**src/common/icache_pkg.sv**
```systemverilog
package icache_pkg;

  // index field width, sets per way must fit in it
  localparam int IDX_BITS = 4;

  typedef logic [31:0] word_t;

  // word address, addr[31:2]; the full value doubles as the tag
  typedef logic [29:0] line_addr_t;

  // broadcast to every way while a request is looked up
  typedef struct packed {
    logic                valid;
    logic [IDX_BITS-1:0] index;
    line_addr_t          line;
  } lookup_t;

  // refill entry, write enables travel per way
  typedef struct packed {
    logic [IDX_BITS-1:0] index;
    line_addr_t          line;
    word_t               data;
  } fill_t;

  typedef struct packed {
    logic  hit;
    word_t data;
  } way_res_t;

  // axi read address channel, single beat
  typedef struct packed {
    logic  valid;
    word_t addr;
  } axi_ar_t;

  // axi read data channel, no resp modelled
  typedef struct packed {
    logic  valid;
    word_t data;
  } axi_r_t;

  typedef enum logic [1:0] {
    ST_IDLE,
    ST_LOOKUP,
    ST_AR,
    ST_R
  } ctrl_state_e;

endpackage

```
**src/design/icache_top.sv**
```systemverilog
`timescale 1ns/1ps

module icache_top #(
  parameter int NUM_WAYS = 4,
  parameter int NUM_SETS = 16
) (
  input  logic               clk,
  input  logic               rst_i,
  input  logic               req_valid_i,
  input  icache_pkg::word_t  req_addr_i,
  output logic               rdata_valid_o,
  output icache_pkg::word_t  rdata_o,
  output icache_pkg::axi_ar_t ar_o,
  input  logic               ar_ready_i,
  input  icache_pkg::axi_r_t r_i,
  output logic               r_ready_o
);

  import icache_pkg::*;

  localparam int WAY_BITS = $clog2(NUM_WAYS);

  lookup_t               lookup;
  fill_t                 fill;
  logic [NUM_WAYS-1:0]   fill_we;
  logic                  refill_done;
  logic                  hit;
  word_t                 hit_data;
  logic [WAY_BITS-1:0]   victim;
  way_res_t              way_res [NUM_WAYS];

  icache_ctrl #(.NUM_WAYS(NUM_WAYS)) u_ctrl (
    .clk          (clk),
    .rst_i        (rst_i),
    .req_valid_i  (req_valid_i),
    .req_addr_i   (req_addr_i),
    .rdata_valid_o(rdata_valid_o),
    .rdata_o      (rdata_o),
    .ar_o         (ar_o),
    .ar_ready_i   (ar_ready_i),
    .r_i          (r_i),
    .r_ready_o    (r_ready_o),
    .lookup_o     (lookup),
    .fill_o       (fill),
    .fill_we_o    (fill_we),
    .refill_done_o(refill_done),
    .hit_i        (hit),
    .hit_data_i   (hit_data),
    .victim_i     (victim)
  );

  for (genvar g = 0; g < NUM_WAYS; g++) begin : g_way
    icache_way #(.NUM_SETS(NUM_SETS)) u_way (
      .clk      (clk),
      .rst_i    (rst_i),
      .lookup_i (lookup),
      .fill_i   (fill),
      .fill_we_i(fill_we[g]),
      .res_o    (way_res[g])
    );
  end

  way_select #(.NUM_WAYS(NUM_WAYS), .NUM_SETS(NUM_SETS)) u_way_select (
    .clk          (clk),
    .rst_i        (rst_i),
    .lookup_i     (lookup),
    .res_i        (way_res),
    .refill_done_i(refill_done),
    .hit_o        (hit),
    .hit_data_o   (hit_data),
    .victim_o     (victim)
  );

endmodule

```
**src/icache/icache_ctrl.sv**
```systemverilog
`timescale 1ns/1ps

module icache_ctrl #(
  parameter int NUM_WAYS = 4
) (
  input  logic                        clk,
  input  logic                        rst_i,
  // fetch side
  input  logic                        req_valid_i,
  input  icache_pkg::word_t           req_addr_i,
  output logic                        rdata_valid_o,
  output icache_pkg::word_t           rdata_o,
  // axi read master
  output icache_pkg::axi_ar_t         ar_o,
  input  logic                        ar_ready_i,
  input  icache_pkg::axi_r_t          r_i,
  output logic                        r_ready_o,
  // way array
  output icache_pkg::lookup_t         lookup_o,
  output icache_pkg::fill_t           fill_o,
  output logic [NUM_WAYS-1:0]         fill_we_o,
  output logic                        refill_done_o,
  input  logic                        hit_i,
  input  icache_pkg::word_t           hit_data_i,
  input  logic [$clog2(NUM_WAYS)-1:0] victim_i
);

  import icache_pkg::*;

  ctrl_state_e state_q;
  ctrl_state_e state_d;
  line_addr_t  req_line_q;  // captured word address
  logic        accept;
  logic        r_beat;

  // the fetcher still holds the old request during the response pulse
  assign accept = (state_q == ST_IDLE) && req_valid_i && !rdata_valid_o;
  assign r_beat = r_i.valid && r_ready_o;

  // memory side
  always_comb begin
    ar_o.valid = (state_q == ST_AR);
    ar_o.addr  = {req_line_q, 2'b00};
  end

  assign r_ready_o = (state_q == ST_R);

  // lookup and fill share the captured address
  always_comb begin
    lookup_o.valid = (state_q == ST_LOOKUP);
    lookup_o.index = req_line_q[IDX_BITS-1:0];
    lookup_o.line  = req_line_q;
    fill_o.index   = req_line_q[IDX_BITS-1:0];
    fill_o.line    = req_line_q;
    fill_o.data    = r_i.data;
  end

  always_comb begin
    fill_we_o = '0;
    if (r_beat) begin
      fill_we_o[victim_i] = 1'b1;  // one-hot into the victim way
    end
  end

  assign refill_done_o = r_beat;

  always_comb begin
    state_d = state_q;
    case (state_q)
      ST_IDLE: begin
        if (accept) begin
          state_d = ST_LOOKUP;
        end
      end
      ST_LOOKUP: begin
        state_d = hit_i ? ST_IDLE : ST_AR;
      end
      ST_AR: begin
        if (ar_ready_i) begin
          state_d = ST_R;
        end
      end
      ST_R: begin
        if (r_i.valid) begin
          state_d = ST_IDLE;
        end
      end
      default: state_d = ST_IDLE;
    endcase
  end

  always_ff @(posedge clk) begin
    if (rst_i) begin
      state_q       <= ST_IDLE;
      rdata_valid_o <= 1'b0;
    end else begin
      state_q       <= state_d;
      rdata_valid_o <= ((state_q == ST_LOOKUP) && hit_i) || r_beat;
    end
  end

  // request and response payload
  always_ff @(posedge clk) begin
    if (accept) begin
      req_line_q <= req_addr_i[31:2];
    end
    if ((state_q == ST_LOOKUP) && hit_i) begin
      rdata_o <= hit_data_i;
    end else if (r_beat) begin
      rdata_o <= r_i.data;  // refill word goes straight back
    end
  end

  // address and valid held until the slave takes them
  ar_stable_a: assert property (
    @(posedge clk) disable iff (rst_i)
    ar_o.valid && !ar_ready_i |=> ar_o.valid && $stable(ar_o.addr)
  ) else $error("ar address changed before handshake");

endmodule

```
**src/icache/icache_way.sv**
```systemverilog
`timescale 1ns/1ps

module icache_way #(
  parameter int NUM_SETS = 16
) (
  input  logic                clk,
  input  logic                rst_i,
  input  icache_pkg::lookup_t lookup_i,
  input  icache_pkg::fill_t   fill_i,
  input  logic                fill_we_i,
  output icache_pkg::way_res_t res_o
);

  import icache_pkg::*;

  localparam int SET_BITS = $clog2(NUM_SETS);

  logic [NUM_SETS-1:0] valid_q;
  line_addr_t          tag_q  [NUM_SETS];
  word_t               data_q [NUM_SETS];

  logic [SET_BITS-1:0] rd_idx;
  logic [SET_BITS-1:0] wr_idx;

  // only the low index bits select a set
  assign rd_idx = lookup_i.index[SET_BITS-1:0];
  assign wr_idx = fill_i.index[SET_BITS-1:0];

  // tag compare
  always_comb begin
    res_o.hit  = lookup_i.valid && valid_q[rd_idx] && (tag_q[rd_idx] == lookup_i.line);
    res_o.data = data_q[rd_idx];
  end

  always_ff @(posedge clk) begin
    if (rst_i) begin
      valid_q <= '0;
    end else if (fill_we_i) begin
      valid_q[wr_idx] <= 1'b1;
    end
  end

  // tag and data storage
  always_ff @(posedge clk) begin
    if (fill_we_i) begin
      tag_q[wr_idx]  <= fill_i.line;
      data_q[wr_idx] <= fill_i.data;
    end
  end

endmodule

```
**src/icache/way_select.sv**
```systemverilog
`timescale 1ns/1ps

module way_select #(
  parameter int NUM_WAYS = 4,
  parameter int NUM_SETS = 16
) (
  input  logic                        clk,
  input  logic                        rst_i,
  input  icache_pkg::lookup_t         lookup_i,
  input  icache_pkg::way_res_t        res_i [NUM_WAYS],
  input  logic                        refill_done_i,
  output logic                        hit_o,
  output icache_pkg::word_t           hit_data_o,
  output logic [$clog2(NUM_WAYS)-1:0] victim_o
);

  import icache_pkg::*;

  localparam int WAY_BITS = $clog2(NUM_WAYS);
  localparam int SET_BITS = $clog2(NUM_SETS);

  logic [NUM_SETS-1:0][WAY_BITS-1:0] ptr_q;  // round-robin victim per set
  logic [NUM_WAYS-1:0]               hits;
  logic [SET_BITS-1:0]               set_idx;
  word_t                             data_mux;

  assign set_idx = lookup_i.index[SET_BITS-1:0];

  // and-or mux relies on a single hitting way
  always_comb begin
    data_mux = '0;
    for (int w = 0; w < NUM_WAYS; w++) begin
      hits[w] = res_i[w].hit;
      if (res_i[w].hit) begin
        data_mux = data_mux | res_i[w].data;
      end
    end
  end

  assign hit_o      = |hits;
  assign hit_data_o = data_mux;
  assign victim_o   = ptr_q[set_idx];

  always_ff @(posedge clk) begin
    if (rst_i) begin
      ptr_q <= '0;
    end else if (refill_done_i) begin
      ptr_q[set_idx] <= ptr_q[set_idx] + 1'b1;  // power-of-two ways wrap to 0
    end
  end

  // a line is only ever filled into one way
  one_hit_a: assert property (
    @(posedge clk) disable iff (rst_i)
    lookup_i.valid |-> $onehot0(hits)
  ) else $error("more than one way hit");

endmodule

```
**config.mk**
```make
export PLATFORM = sky130hd
export DESIGN_NAME = icache_top
export DESIGN_NICKNAME = d
export VERILOG_FILES = /design/src/common/icache_pkg.sv /design/src/design/icache_top.sv /design/src/icache/icache_ctrl.sv /design/src/icache/icache_way.sv /design/src/icache/way_select.sv
export SDC_FILE = /design/constraint.sdc
export NUM_CORES = 2
export LEC_CHECK = 0
export ABC_AREA = 0
export BUFFER_PORTS_ARGS = -buffer_cell sky130_fd_sc_hd__buf_4
export CAP_MARGIN = 10
export CORE_ASPECT_RATIO = 1.75
export CORE_MARGIN = 2
export CORE_UTILIZATION = 40
export CTS_CLUSTER_SIZE = 24
export DETAILED_ROUTE_END_ITERATION = 10
export PLACE_DENSITY_LB_ADDON = 0.12
export SLEW_MARGIN = 10
export SYNTH_ARGS = -nofsm -noshare
export SYNTH_HDL_FRONTEND = slang
export SYNTH_SLANG_ARGS = --single-unit
export TNS_END_PERCENT = 100
```
**constraint.sdc**
```tcl
create_clock -name clk -period 5.7 [get_ports clk]
set_input_delay 0.57 -clock clk [delete_from_list [all_inputs] [get_ports clk]]
set_output_delay 0.57 -clock clk [all_outputs]
set_load 0.03 [all_outputs]
```
==> results_dict.tcl <==
set metrics [dict create \
    placed_cell_area_um2 171700 \
    power_per_cell_area_nw_per_um2 362.6 \
    tritoncts.num_buffers 393 \
    max-cap-violations 0 \
    first_iter_violations 7671 \
    tritoncts "built" \
    syn_area_per_cell_um2 22.12 \
    numPortBuffers 131 \
    netlist_instances 7241 \
    routedWlPerCell_um 37.54 \
    rsz0062_at_grt "false" \
    synth_top_cell_area_share_pct 75.56 \
    timing.critical_path.required_ns 6.34 \
    synth_ff_type "sky130_fd_sc_hd__edfxtp_1" \
    count_of_endpoints_failing_hold_in_the_final_timing_report 0 \
    overall_routing_resource_usage_pct 24.91 \
    die_width_um 482.3 \
    h-tree-depth 5 \
    report.power.total_w 0.06696 \
    most_common_cell_on_crit_path "sky130_fd_sc_hd__buf_4" \
    worst-endpoint-arrival_ns 5.97 \
    dp_hpwl_um 313900 \
    ys_top_cells_by_area "sky130_fd_sc_hd__edfxtp_1, sky130_fd_sc_hd__mux4_2, sky130_fd_sc_hd__mux2i_1" \
    globalRouteOverflowTotal 0 \
    start_util_pct 40.13 \
    post_cts_buffers 0 \
    drt-pass1-iter-count 8 \
    routabilityCongestion 0.8464 \
    yosys_register_bits 4133 \
    synthTopCellsByCount "sky130_fd_sc_hd__edfxtp_1, sky130_fd_sc_hd__mux4_2, sky130_fd_sc_hd__mux2i_1" \
    clk_pin_slew_ns 0.07 \
    cts_buffer_depth 4 \
    cts-root-buf "sky130_fd_sc_hd__clkbuf_16" \
    fin_worst_skew_ns 0.05772 \
    tns_ns 0 \
    achievable-frequency_mhz 187.7 \
    timing.critical_path.slowest_cell_delay_ns 0.78 \
    max_slew.worst_pin.slew_ns 1.076 \
    report.final.setup_viol 0 \
    setup.worst_path.end_class "flip-flop" \
    synth_enable_flop_cells 4030 \
    timing_max_transition_violations_final 0 \
    hold_class "in2reg" \
    drive_gt1_share_pct 28.80 \
    vdd_ir_drop_max_mv 0.3014 \
    num_io_pins 136 \
    dpl.cell_count 12750 \
    synthToLayoutAreaGrowth_pct 15.31 \
    p_leak_nw 58.49 \
    floorplan.rows 307 \
    critPathKind "reg2reg" \
    timing.critical_path.from_type "flip-flop" \
    fin_hold_ws_ns 0.1009 \
    grt_pass1_vias 83110 \
    post-route-min-period_ns 5.328 \
    post_drt_via_cell_ratio 5.895 \
    cts.sinks 4133 \
    floorplan.die.height_um 841.1 \
    synth-async-reset-ratio_pct 0 \
    seq_area_frac_synth_pct 76.84 \
    clk_latency_ns 1.01 \
    grt_first_pass_wirelength_um 693900 \
    final_design_area_no_fill_um2 184700 \
    yosys_warnings 0 \
    final_nets 7994 \
    status "finished clean" \
    detail_route.drc_violations 0 \
    cp_max_fo 27 \
    post_cts_resized 0 \
    full_die_area_um2 405700 \
    synth.cell_area_um2 160200 \
    critPathSlowestCell "sky130_fd_sc_hd__a2111oi_4" \
    crit_chain "buf_4 > buf_12 > nor2b_4 > buf_4 > a22oi_1 > and3_1 > a31oi_1 > xnor2_1 > buf_4 > a2111oi_0 > buf_4 > and4_2 > a2111oi_4 > nand2_2 > buf_12" \
    synth_area_leader_cell "sky130_fd_sc_hd__edfxtp_1" \
    fp.coreArea_um2 399100 \
    routed_wl_um 507000 \
    vias 79620 \
    antenna_left 0 \
    antenna_found_initial 12 \
    max_slew_headroom_pct 28.29 \
    final-instance-count-excl-fill 13510 \
    n_fill_cell 33130 \
    largest_net_degree_at_the_start_of_global_routing 130 \
    layout_worst_path_cycle_share_pct 93.47 \
    ys_types 87 \
    yosysMostFrequentCell "sky130_fd_sc_hd__edfxtp_1" \
]
==> cells in the final DEF, fill, tap and decap left out, types with 33 or more instances in the layout <==
master	n
sky130_fd_sc_hd__edfxtp_1	4030
sky130_fd_sc_hd__mux4_2	1007
sky130_fd_sc_hd__buf_4	497
sky130_fd_sc_hd__clkbuf_16	399
sky130_fd_sc_hd__mux2i_1	346
sky130_fd_sc_hd__nor2_1	221
sky130_fd_sc_hd__buf_12	165
sky130_fd_sc_hd__nand2_1	136
sky130_fd_sc_hd__clkinv_1	103
sky130_fd_sc_hd__dfxtp_1	99
sky130_fd_sc_hd__xnor2_1	96
sky130_fd_sc_hd__nand3_1	96
sky130_fd_sc_hd__a22oi_1	82
sky130_fd_sc_hd__clkbuf_1	71
sky130_fd_sc_hd__clkinv_2	69
sky130_fd_sc_hd__and2_4	65
sky130_fd_sc_hd__o22ai_1	49
sky130_fd_sc_hd__mux2_2	49
sky130_fd_sc_hd__a21oi_1	43
sky130_fd_sc_hd__bufinv_16	42
sky130_fd_sc_hd__o21ai_0	33
==> where the power goes <==
group / switching [W] / internal (W)
registers: 0.000129 / 0.0335
clock network: 0.0116 / 0.0148
logic: 0.00414 / 0.00285
total: 0.0159 / 0.0511
==> metrics by stage <==
step | util, % | setup WS (ns)
after detailed placement | 43.02 | 0.3630
after CTS | 46.26 | 0.2981
after floorplan | - | -0.5845
after global routing | 46.27 | 0.3668
final | 46.28 | 0.3722
after global placement | 43.02 | 0.4216
==> cells by family after synthesis <==
kind of cell | after synthesis | synth area share (%)
muxes | 1416 | 16.76
AOI/OAI and AO/OA | 448 | 2.097
DFF | 4133 | 76.84
buffers and inverters | 438 | 1.519
adders and majority gates | 4 | 0.03125
xor gates and xnor gates | 128 | 0.6999
other | 1 | 0.002341
and+or+nand+nor | 673 | 2.042
==> worst paths after layout <==
check	start	endpoint	slack, ns	depth (start not counted)
max	flip-flop	u_ctrl.rdata_o[9]	0.37	15
min	r_i[20]	g_way[3].u_way.data_q[6][20]	0.10	1
min reg2reg	g_way[1].u_way.valid_q[6]	g_way[1].u_way.valid_q[6]	0.47	2
max reg2reg	flip-flop	u_ctrl.rdata_o[9]	0.37	15
==> flip-flops by register name, summed over array words and instances, names as in the netlist, named ones only <==
| register | count |
|---|---|
| u_ctrl.req_line_q | 30 |
| u_ctrl.rdata_o | 32 |
| g_way.u_way.valid_q | 64 |
| g_way.u_way.data_q | 2048 |
| u_ctrl.state_q | 1 |
| u_ctrl.rdata_valid_o | 1 |
| u_way_select.ptr_q | 32 |
| g_way.u_way.tag_q | 1920 |
==> area by class of cell <==
class	count	area [µm²]	share of cell area, %
sequential	4133	123100	66.65
multi-input combinational	2671	34870	18.88
timing repair buffer	695	7382	3.997
clock buffer	471	10260	5.558
inverter	27	113.9	0.06165
antenna	7	17.52	0.009485
tap	5253	6573	3.559
clock inverter	249	2367	1.282
==> critical path: cells and delay by family (launching register included) <==
family,cells,cell delay (ns)
simple gates,4,1.01
buf+inv,6,1.22
flops,1,0.68
compound gates,4,1.64
xor+xnor,1,0.20
==> metal layers <==
metal  part of all wire (%)  routed length [µm]  vias to the layer above  track usage [%]
met2                     55              279700                     2639            46.67
met5                 0.0083                  42                        -                0
met4                    5.2               26440                        6            11.07
li1                       -                   -                    31880                -
met3                    4.4               22290                      821            2.901
met1                     35              178600                    44280            28.19
==> what timing repair did <==
action | 4_1_cts | 5_1_grt
hold endpoints to repair | 36 | 0
setup endpoints to repair | 0 | 0
hold buffers | 32 | 0
No activity file was read; power rests on OpenSTA's default activity.
